[config.mk]
export PLATFORM = sky130hd
export DESIGN_NAME = datapath
export DESIGN_NICKNAME = d
export VERILOG_FILES = /design/src/hdl/rv32i_types.sv /design/src/hdl/ctrl_types.sv /design/src/hdl/datapath.sv /design/src/hdl/cmp.sv /design/src/hdl/alu.sv /design/src/hdl/regfile.sv /design/src/hdl/control_unit.sv
export SDC_FILE = /design/constraint.sdc
export NUM_CORES = 2
export LEC_CHECK = 0
export BUFFER_PORTS_ARGS = -buffer_cell sky130_fd_sc_hd__buf_4
export CORE_ASPECT_RATIO = 0.7
export CORE_MARGIN = 8
export CORE_UTILIZATION = 40
export DETAILED_ROUTE_END_ITERATION = 10
export SLEW_MARGIN = 20
export SYNTH_ARGS = -nofsm -noshare
export SYNTH_HDL_FRONTEND = slang
export SYNTH_SLANG_ARGS = --single-unit
[constraint.sdc]
create_clock -name clk -period 8.3 [get_ports clk]
set_clock_uncertainty 0.2 [all_clocks]
set_input_delay 2.49 -clock clk [delete_from_list [all_inputs] [get_ports clk]]
set_output_delay 2.49 -clock clk [all_outputs]
set_load 0.03 [all_outputs]
[src/hdl/rv32i_types.sv]
`default_nettype none

// machine-level types shared by the core and its testbench
package rv32i_types;

    typedef logic [31:0] rv32i_word;     // data or address word
    typedef logic [4:0]  rv32i_reg_idx;  // x0..x31
    typedef logic [2:0]  rv32i_funct3;
    typedef logic [6:0]  rv32i_funct7;

    // only the groups this core executes, everything else decodes as a bubble
    typedef enum logic [6:0] {
        op_lui   = 7'b0110111,
        op_auipc = 7'b0010111,
        op_imm   = 7'b0010011,
        op_reg   = 7'b0110011
    } rv32i_opcode;

    // R-type field split, the other formats reuse rd/rs1/funct3 from it
    typedef struct packed {
        rv32i_funct7  funct7;
        rv32i_reg_idx rs2;
        rv32i_reg_idx rs1;
        rv32i_funct3  funct3;
        rv32i_reg_idx rd;
        rv32i_opcode  opcode;
    } rv32i_inst_fields;

endpackage : rv32i_types

`default_nettype wire
[src/hdl/ctrl_types.sv]
`default_nettype none

// control-level types, decoded in ID and carried down the pipe
package ctrl_types;

    // funct3 codes, slt/sltu slots hold sra and sub
    typedef enum logic [2:0] {
        alu_add = 3'b000,
        alu_sll = 3'b001,
        alu_sra = 3'b010,
        alu_sub = 3'b011,
        alu_xor = 3'b100,
        alu_srl = 3'b101,
        alu_or  = 3'b110,
        alu_and = 3'b111
    } alu_ops;

    typedef enum logic {
        cmp_lt  = 1'b0,  // funct3[0] of slt
        cmp_ltu = 1'b1   // funct3[0] of sltu
    } cmp_ops;

    typedef enum logic [1:0] {
        wb_alu,
        wb_cmp,
        wb_imm,
        wb_pc_imm  // auipc
    } wb_sel_t;

    typedef struct packed {
        logic                     valid;
        rv32i_types::rv32i_reg_idx dest;
        logic                     load_regfile;
        alu_ops                   aluop;
        cmp_ops                   cmpop;
        logic                     alu_use_imm;
        wb_sel_t                  wb_sel;
    } rv32i_control_word;

endpackage : ctrl_types

`default_nettype wire

[src/hdl/datapath.sv]
`timescale 1ns/10ps
`default_nettype none

module datapath #(
    parameter rv32i_types::rv32i_word reset_pc = 32'h0000_0000
) (
    input  logic                      clk,
    input  logic                      reset,
    input  rv32i_types::rv32i_word    inst_rdata,
    input  logic                      inst_resp,
    output rv32i_types::rv32i_word    inst_addr,
    output logic                      inst_read,
    output logic                      retire_valid,
    output rv32i_types::rv32i_reg_idx retire_rd,
    output rv32i_types::rv32i_word    retire_data
);
    import rv32i_types::*;
    import ctrl_types::*;

    typedef struct packed {
        logic      valid;
        rv32i_word pc;
        rv32i_word inst;
    } if_id_t;

    typedef struct packed {
        rv32i_control_word ctrl;
        rv32i_word         pc;
        rv32i_reg_idx      rs1;
        rv32i_reg_idx      rs2;
        rv32i_word         rs1_data;
        rv32i_word         rs2_data;
        rv32i_word         imm;
    } id_ex_t;

    typedef struct packed {
        rv32i_control_word ctrl;
        rv32i_word         pc;
        rv32i_word         imm;
        rv32i_word         alu_out;
        logic              lt;
    } ex_wb_t;

    rv32i_word         pc;  // address of the request in flight
    if_id_t            if_id;
    id_ex_t            id_ex;
    ex_wb_t            ex_wb;
    rv32i_inst_fields  id_fields;
    rv32i_control_word ctrl_word;
    rv32i_word         imm;
    rv32i_word         rs1_out;
    rv32i_word         rs2_out;
    rv32i_word         fwd_a;
    rv32i_word         fwd_b;
    rv32i_word         alu_b;
    rv32i_word         alu_out;
    logic              lt;
    logic              wb_write;
    rv32i_word         wb_value;

    // IF: a response moves on to the next word, a gap re-requests the same one
    assign inst_read = 1'b1;
    assign inst_addr = inst_resp ? pc + 32'd4 : pc;

    always_ff @(posedge clk) begin
        if (reset)
            pc <= reset_pc;
        else if (inst_resp)
            pc <= pc + 32'd4;
    end

    always_ff @(posedge clk) begin
        if_id.pc    <= pc;
        if_id.inst  <= inst_rdata;
        if_id.valid <= inst_resp && !reset;  // gap becomes a bubble
    end

    // ID
    assign id_fields = if_id.inst;

    control_unit i_control_unit (
        .inst      (if_id.inst),
        .ctrl_word (ctrl_word),
        .imm       (imm)
    );

    regfile i_regfile (
        .clk   (clk),
        .reset (reset),
        .load  (wb_write),
        .dest  (ex_wb.ctrl.dest),
        .in    (wb_value),
        .src_a (id_fields.rs1),
        .src_b (id_fields.rs2),
        .reg_a (rs1_out),
        .reg_b (rs2_out)
    );

    always_ff @(posedge clk) begin
        id_ex.ctrl       <= ctrl_word;
        id_ex.ctrl.valid <= ctrl_word.valid && if_id.valid && !reset;
        id_ex.pc         <= if_id.pc;
        id_ex.rs1        <= id_fields.rs1;
        id_ex.rs2        <= id_fields.rs2;
        id_ex.rs1_data   <= rs1_out;
        id_ex.rs2_data   <= rs2_out;
        id_ex.imm        <= imm;
    end

    // EX, WB result overrides a stale regfile read
    assign fwd_a = (wb_write && ex_wb.ctrl.dest == id_ex.rs1) ? wb_value : id_ex.rs1_data;
    assign fwd_b = (wb_write && ex_wb.ctrl.dest == id_ex.rs2) ? wb_value : id_ex.rs2_data;
    assign alu_b = id_ex.ctrl.alu_use_imm ? id_ex.imm : fwd_b;

    alu i_alu (
        .aluop (id_ex.ctrl.aluop),
        .a     (fwd_a),
        .b     (alu_b),
        .f     (alu_out)
    );

    cmp i_cmp (
        .cmpop (id_ex.ctrl.cmpop),
        .a     (fwd_a),
        .b     (alu_b),
        .lt    (lt)
    );

    always_ff @(posedge clk) begin
        ex_wb.ctrl       <= id_ex.ctrl;
        ex_wb.ctrl.valid <= id_ex.ctrl.valid && !reset;
        ex_wb.pc         <= id_ex.pc;
        ex_wb.imm        <= id_ex.imm;
        ex_wb.alu_out    <= alu_out;
        ex_wb.lt         <= lt;
    end

    // WB
    assign wb_write = ex_wb.ctrl.valid && ex_wb.ctrl.load_regfile;

    always_comb begin
        unique case (ex_wb.ctrl.wb_sel)
            wb_alu:    wb_value = ex_wb.alu_out;
            wb_cmp:    wb_value = {31'b0, ex_wb.lt};
            wb_imm:    wb_value = ex_wb.imm;  // lui
            wb_pc_imm: wb_value = ex_wb.pc + ex_wb.imm;
            default:   wb_value = ex_wb.alu_out;
        endcase
    end

    assign retire_valid = wb_write;
    assign retire_rd    = ex_wb.ctrl.dest;
    assign retire_data  = wb_value;

    retire_idle_after_reset: assert property (@(posedge clk) reset |=> !retire_valid)
        else $error("retire_valid high in the cycle after reset");

    // decode and WB gating together keep x0 off the retire port
    retire_rd_nonzero: assert property (@(posedge clk) disable iff (reset)
        retire_valid |-> (retire_rd != '0))
        else $error("retire to x0");

endmodule : datapath

`default_nettype wire

[src/hdl/cmp.sv]
`timescale 1ns/10ps
`default_nettype none

module cmp (
    input  ctrl_types::cmp_ops     cmpop,
    input  rv32i_types::rv32i_word a,
    input  rv32i_types::rv32i_word b,
    output logic                   lt
);
    import ctrl_types::*;

    // slt/slti vs sltu/sltiu, b is already the imm for the I forms
    always_comb begin
        unique case (cmpop)
            cmp_lt:  lt = $signed(a) < $signed(b);
            cmp_ltu: lt = a < b;
            default: lt = 1'b0;
        endcase
    end

endmodule : cmp

`default_nettype wire

[src/hdl/alu.sv]
`timescale 1ns/10ps
`default_nettype none

module alu (
    input  ctrl_types::alu_ops     aluop,
    input  rv32i_types::rv32i_word a,
    input  rv32i_types::rv32i_word b,
    output rv32i_types::rv32i_word f
);
    import rv32i_types::*;
    import ctrl_types::*;

    logic [4:0] shamt;

    assign shamt = b[4:0];  // rs2[4:0] or imm[4:0]

    always_comb begin
        unique case (aluop)
            alu_add: f = a + b;
            alu_sll: f = a << shamt;
            alu_sra: f = rv32i_word'($signed(a) >>> shamt);
            alu_sub: f = a - b;
            alu_xor: f = a ^ b;
            alu_srl: f = a >> shamt;
            alu_or:  f = a | b;
            alu_and: f = a & b;
            default: f = a + b;
        endcase
    end

    // operands carrying data need a defined operation from the ID/EX word
    aluop_known: assert final ($isunknown({a, b}) || !$isunknown(aluop))
        else $error("alu operation unknown with live operands");

endmodule : alu

`default_nettype wire

[src/hdl/regfile.sv]
`timescale 1ns/10ps
`default_nettype none

module regfile (
    input  logic                      clk,
    input  logic                      reset,
    input  logic                      load,
    input  rv32i_types::rv32i_reg_idx dest,
    input  rv32i_types::rv32i_word    in,
    input  rv32i_types::rv32i_reg_idx src_a,
    input  rv32i_types::rv32i_reg_idx src_b,
    output rv32i_types::rv32i_word    reg_a,
    output rv32i_types::rv32i_word    reg_b
);
    import rv32i_types::*;

    rv32i_word regs [1:31];  // no storage for x0
    logic      wr_en;

    assign wr_en = load && (dest != '0);

    always_ff @(posedge clk) begin
        if (reset) begin
            for (int i = 1; i < 32; i++)
                regs[i] <= '0;
        end else if (wr_en) begin
            regs[dest] <= in;
        end
    end

    // same-cycle write shows up on the read side
    function automatic rv32i_word read_port(rv32i_reg_idx src);
        if (src == '0)
            return '0;
        if (wr_en && src == dest)
            return in;
        return regs[src];
    endfunction

    always_comb reg_a = read_port(src_a);
    always_comb reg_b = read_port(src_b);

endmodule : regfile

`default_nettype wire

[src/hdl/control_unit.sv]
`timescale 1ns/10ps
`default_nettype none

module control_unit (
    input  rv32i_types::rv32i_word        inst,
    output ctrl_types::rv32i_control_word ctrl_word,
    output rv32i_types::rv32i_word        imm
);
    import rv32i_types::*;
    import ctrl_types::*;

    rv32i_inst_fields fields;
    rv32i_word        i_imm;
    rv32i_word        u_imm;
    logic             is_reg;

    assign fields = inst;
    assign i_imm  = {{21{inst[31]}}, inst[30:20]};
    assign u_imm  = {inst[31:12], 12'h000};
    assign is_reg = (fields.opcode == op_reg);

    always_comb begin
        ctrl_word      = '0;  // bubble unless decoded below
        ctrl_word.dest = fields.rd;
        imm            = i_imm;
        unique case (fields.opcode)
            op_imm, op_reg: begin
                ctrl_word.valid        = 1'b1;
                ctrl_word.load_regfile = (fields.rd != '0);
                ctrl_word.alu_use_imm  = !is_reg;
                ctrl_word.cmpop        = cmp_ops'(fields.funct3[0]);
                unique case (fields.funct3)
                    3'b000: ctrl_word.aluop = (is_reg && fields.funct7[5]) ? alu_sub : alu_add;
                    3'b001: ctrl_word.aluop = alu_sll;
                    3'b010, 3'b011: ctrl_word.wb_sel = wb_cmp;  // slt(i), slt(i)u
                    3'b100: ctrl_word.aluop = alu_xor;
                    3'b101: ctrl_word.aluop = fields.funct7[5] ? alu_sra : alu_srl;
                    3'b110: ctrl_word.aluop = alu_or;
                    3'b111: ctrl_word.aluop = alu_and;
                endcase
            end
            op_lui: begin
                ctrl_word.valid        = 1'b1;
                ctrl_word.load_regfile = (fields.rd != '0);
                ctrl_word.wb_sel       = wb_imm;
                imm                    = u_imm;
            end
            op_auipc: begin
                ctrl_word.valid        = 1'b1;
                ctrl_word.load_regfile = (fields.rd != '0);
                ctrl_word.wb_sel       = wb_pc_imm;
                imm                    = u_imm;
            end
            default: ;  // illegal or dropped opcode
        endcase
    end

endmodule : control_unit

`default_nettype wire

Word-level counts from Yosys, hierarchy flattened:

Memories as Yosys holds them, arrays and structs flattened. A register that Yosys moved wholly into a read port is not among the register bits.
Cells that the tools add are included.

* register bits: 355
* memory bits (writable): 992
* bits of input ports: 35
* output and inout port bits: 71
* logic and storage cells: 126
* memories: 1

* add/sub/neg operators: 4
* $lt $le $gt $ge: 2
* equality and inequality tests: 25
* shift operators: 3
* multiplexer cells: 36
* bitwise gates (word level): 4
* reduce and logical (&&, ||, !) cells: 25

Memories
* i_regfile.regs: depth 31, width 32, rd ports 2, clocked after memory_dff 2, wr ports 31, line regfile.sv:17 `rv32i_word regs [1:31];`

Operator list (count)
* $mux W32: 13
* $pmux W32 S8: 1
* $pmux W32 S4: 1
* $add A32 B32 Y32: 2
* $lt A32 B32 Y1: 2
* $add A32 B3 Y32 const B: 1
* $and A32 B32 Y32: 1
* $or A32 B32 Y32: 1
* $reduce_or A32 Y1: 1
* $shl A32 B5 Y32: 1
* $shr A32 B5 Y32: 1
* $sshr A32 B5 Y32: 1
* $sub A32 B32 Y32: 1
* $xor A32 B32 Y32: 1
* $mux W31: 1
* $eq A3 B3 Y1 const B: 8
* $eq A5 B5 Y1: 4
* $pmux W3 S6: 1
* $eq A7 B5 Y1 const B: 2
* $eq A7 B6 Y1 const B: 2
* $mux W1: 14
* $eq A3 B2 Y1 const B: 4
* $logic_and A1 B1 Y1: 11
* $logic_not A5 Y1: 2
* other kinds (15): 22

Longest topological paths before layout:

* depth in word-level cells: 7
* gate-level depth with buffers: 27
* gate-level depth less buffers: 23

Cells and area by module:

Synthesis repeated with hierarchy kept, for this count alone.

* cell total of the unflattened synthesis: 6164
* area, all modules: 75661.3 um^2

Modules (own cells, without submodules)
* regfile: times used 1, cells each 3892, area each 55535.8 um^2, sequential area each 30749.5 um^2
* datapath: times used 1, cells each 1010, area each 11322.1 um^2, sequential area each 6946.7 um^2
* alu: times used 1, cells each 1087, area each 7567.3 um^2, sequential area each 0.0 um^2
* cmp: times used 1, cells each 110, area each 778.2 um^2, sequential area each 0.0 um^2
* control_unit: times used 1, cells each 65, area each 457.9 um^2, sequential area each 0.0 um^2

Worst setup path before layout:

No wires, ideal clock.

* path kind: in2out
* start: input port inst_resp
* end: output port inst_addr[28]
* arrival: 4340 ps
* required time: 5610 ps
* path slack: 1270 ps
* stages: 9
* path buffers: 1
* path through: and3_1 > and3_1 > nand3_1 > or2_2 > clkbuf_1 > nor2_1 > nand4_1 > nor2_1 > xor2_1

* word-level cells in the longest chain between the ends: 1

RTL lines
* from (decl): line datapath.sv:10 `input logic inst_resp,`
* $mux W32
* to (decl): line datapath.sv:11 `output rv32i_types::rv32i_word inst_addr,`

No other way between the ends.

Final worst setup path:

* start: register ex_wb[35] (netlist name)
* end: output port retire_data[16]

* word-level cells in the longest chain between the ends: 2

RTL lines
* from (decl): line datapath.sv:47 `ex_wb_t ex_wb;`
* $add A32 B32 Y32: line datapath.sv:146 `wb_pc_imm: wb_value = ex_wb.pc + ex_wb.imm;`
* $pmux W32 S4: line datapath.sv:142 `unique case (ex_wb.ctrl.wb_sel)`
* to (decl): line datapath.sv:15 `output rv32i_types::rv32i_word retire_data`

No other way between the ends.

==> impl_metrics.csv <==
group,metric,value,unit
status,status,"completed",
yosys,synth-edff-count,1024,
yosys,ys.flop_type,"edfxtp_1",
routing,drc,0,
yosys,async_flop_share,0,%
sta,min_period_over_period,92.9,%
placed_design,numPortBuffers,102,
setup_path,path_max_fanout,33,
yosys,synthCells,6161,
cts,cts_inserted_buffers,138,
sta,hold_viol,0,
global_route,grt_overflow,0,
sta,period_minus_slack,7.71,ns
setup_path,crit_required,5.61,ns
sta,tightest_slew,1.24,ns
sta,worst_hold_slack,0.118,ns
floorplanning,initial_core_util,40.3,%
yosys,yosysUniqueCellTypes,103,
sta,fmax,0.130,GHz
finish,area_delta_synth_final,11.0,%
finish,layout-drive-gt1-share,21.4,%
hold_path,hold_path_end,"id_ex[131]$_DFF_P_",
floorplanning,num_rows,132,
finish,fill_cells,16800,
sta,setup_ws,0.591,ns
finish,finalInstanceArea,82800,um2
routing,firstDrtPassIters,7,
setup_path,crit_path_end_kind,"output pin",
finish,fin_util,44.7,%
setup_path,worstPathArrival,5.02,ns
routing,wire_per_inst,36.3,um
floorplanning,die_x,532,um
pwr,leakage,30.6,nW
floorplanning,die_area,201000,um2
finish,nNetsFinal,6222,
yosys,synth_seq_cells,1371,
pwr,irDropWorstVdd,0.222,mV
yosys,avgSynthCellArea,12.1,um2
cts,cts_resized,0,
setup_path,r2r_start,"ex_wb[38]$_DFF_P_",
sta,slew_headroom,17.5,%
routing,vias,57100,
floorplanning,pin_count,106,
setup_path,cpLargestDelayFamily,"buffers and inverters",
flow_run,maxCapViolCount,0,
hold_path,hold_depth,0,
global_route,antenna_found_initial,23,
setup_path,critPathKind,"reg -> out",
sta,final-setup-viol-count,0,
finish,multiInputGateArea,34600,um2
setup_path,crit_buf_inv,4,
setup_path,crit_slowest_cell,"and3_1",
sta,rsz0062_at_grt,"false",
yosys,yosysSeqAreaShare,50.5,%
yosys,yosys_warnings,0,
cts,cts_root_buf,"clkbuf_16",
setup_path,cp-start-kind,"flip-flop",
global_route,grt_use_total,30.3,%
global_route,grt_pass1_wl,429000,um
cts,cts_hold_buf,0,
hold_path,hold_path_class,"reg -> reg",
cts,clk_latency,0.81,ns
cts,clkTransAtPathRegs,0.06,ns
floorplanning,core_area,185000,um2
cts,post_cts_buffers,0,
cts,clock_sinks,1371,
finish,register_area,37700,um2
pwr,p_per_area,250,nW/um2
placed_design,post-place-ws,0.919,ns
setup_path,r2r-end,"ex_wb[32]$_DFF_P_",
cts,h-tree-depth,4,
global_route,grt_pass1_vias,53200,
hold_path,holdCritStartpoint,"if_id[57]$_DFF_P_",
cts,cts_tree,"done",
global_route,grt_max_degree,130,
sta,drv_slew,0,
routing,drtIter0Drc,9652,
setup_path,slowest_delay,0.60,ns
placed_design,gp_congestion,1.08,
routing,drtAntennaViolNets,0,
setup_path,rrSetupSlack,1.05,ns
routing,wirelength,314000,um
cts,cts_max_path_buffers,3,
setup_path,path_cells,"ha_1 > inv_1 > fa_1 > nand2b_1 > a2111oi_4 > nor3_1 > o211ai_1 > and3_1 > buf_4 > inv_1 > buf_4",
placed_design,dp_hpwl,209000,um
placed_design,placed_cell_area,78400,um2
sta,finalSetupTns,0,ns
yosys,syn_area,74600,um2
floorplanning,die_y,377,um
routing,vias_per_cell,6.60,
setup_path,r2r_cells,22,
## worst max-delay path by stage
| stage | startpoint | endpoint | slack, ns | depth (start not counted) |
|---|---|---|---|---|
| final | ex_wb[35]$_DFF_P_ | retire_data[16] | 0.59 | 11 |
| after global placement | inst_resp | inst_addr[31] | 0.94 | 9 |
| after global routing | ex_wb[35]$_DFF_P_ | retire_data[16] | 0.44 | 11 |
| after detailed placement | inst_resp | inst_addr[31] | 0.92 | 9 |
| after floorplan | inst_resp | inst_addr[28] | 1.27 | 9 |
| after CTS | ex_wb[35]$_DFF_P_ | retire_data[16] | 0.78 | 11 |
## cell usage after synthesis, types with 24 or more instances
library cell | number | area (um2)
o211ai_1 | 39 | 293
nand3_1 | 45 | 225
inv_1 | 142 | 533
ha_1 | 127 | 1590
a221oi_1 | 27 | 236
o21ai_0 | 194 | 971
xor2_1 | 26 | 228
a211oi_1 | 106 | 796
xnor2_1 | 42 | 368
dfxtp_1 | 347 | 6950
nor3_1 | 60 | 300
a21oi_1 | 210 | 1050
clkbuf_1 | 439 | 1650
mux4_2 | 640 | 14400
nor4_1 | 25 | 156
nand2b_1 | 64 | 400
a21o_1 | 55 | 413
o31ai_1 | 24 | 180
mux2i_1 | 177 | 1770
nand4_1 | 34 | 213
and3_1 | 25 | 156
buf_2 | 44 | 220
edfxtp_1 | 1024 | 30700
nor2b_1 | 61 | 382
buf_1 | 86 | 323
a31oi_1 | 43 | 269
nor2_1 | 1314 | 4930
a22oi_1 | 25 | 188
nand2_1 | 326 | 1220
## state kept, by name, summed over array words and instances (netlist names)
name / flops
if_id: 31
pc: 30
i_regfile.regs: 1024
id_fields: 32
retire_rd: 5
ex_wb: 99
id_ex: 150
## power by group
| group | switching, mW | internal [mW] |
|---|---|---|
| combinational | 4.57 | 1.68 |
| sequential | 0.386 | 7.74 |
| clock | 2.84 | 3.44 |
## metrics by stage
stage / std cells / power, mW
2_1_floorplan: 6194 / 11.3
3_3_place_gp: 8395 / 14.1
3_5_place_dp: 8396 / 14.1
4_1_cts: 8645 / 20.3
5_1_grt: 8645 / 21.0
6_report: 8651 / 20.7
## cells in the final DEF (no fill, tap or decap), types with 31 or more instances in the layout
cell type  count
nand2_2       31
clkbuf_1      38
xnor2_1       42
conb_1        35
ha_1         127
clkbuf_16    141
a211oi_1     105
edfxtp_1    1024
inv_1        141
buf_4        296
nor2b_1       60
nor2_1      1309
nand2_1      295
a21o_1        55
nand3_1       43
nand2b_1      33
dfxtp_1      333
o211ai_1      39
a21oi_1      207
a31oi_1       43
nor3_1        57
nand4_1       34
mux4_2       640
mux2i_1      177
o21ai_0      191
## logic make-up after synthesis
family	count (synthesis)	synth area share [%]
AO/OA/AOI/OAI	973	8.94
XOR/XNOR	68	0.799
adder cells (fa/ha/maj)	130	2.21
buffers and inverters	732	3.83
flip-flops	1371	50.5
multiplexers	838	22.0
other	2	0.0101
AND/OR/NAND/NOR	2047	11.6
## layer usage
layer,up-vias,GRT usage [%],routed length (um)
met1,29100,42.6,125000
met4,8,9.66,11400
met5,-,0.493,149
met2,4464,39.8,121000
li1,22900,-,-
met3,627,15.8,56000
## layout make-up
cell class	instances	share of cell area, %
Antenna cell	6	0.0181
Clock buffer	187	4.56
Clock inverter	62	0.745
Inverter	150	0.680
Multi-Input combinational cell	4091	41.8
Sequential cell	1371	45.6
Tap cell	2479	3.75
Timing Repair Buffer	305	2.90
No activity file was read; power rests on OpenSTA's default activity.
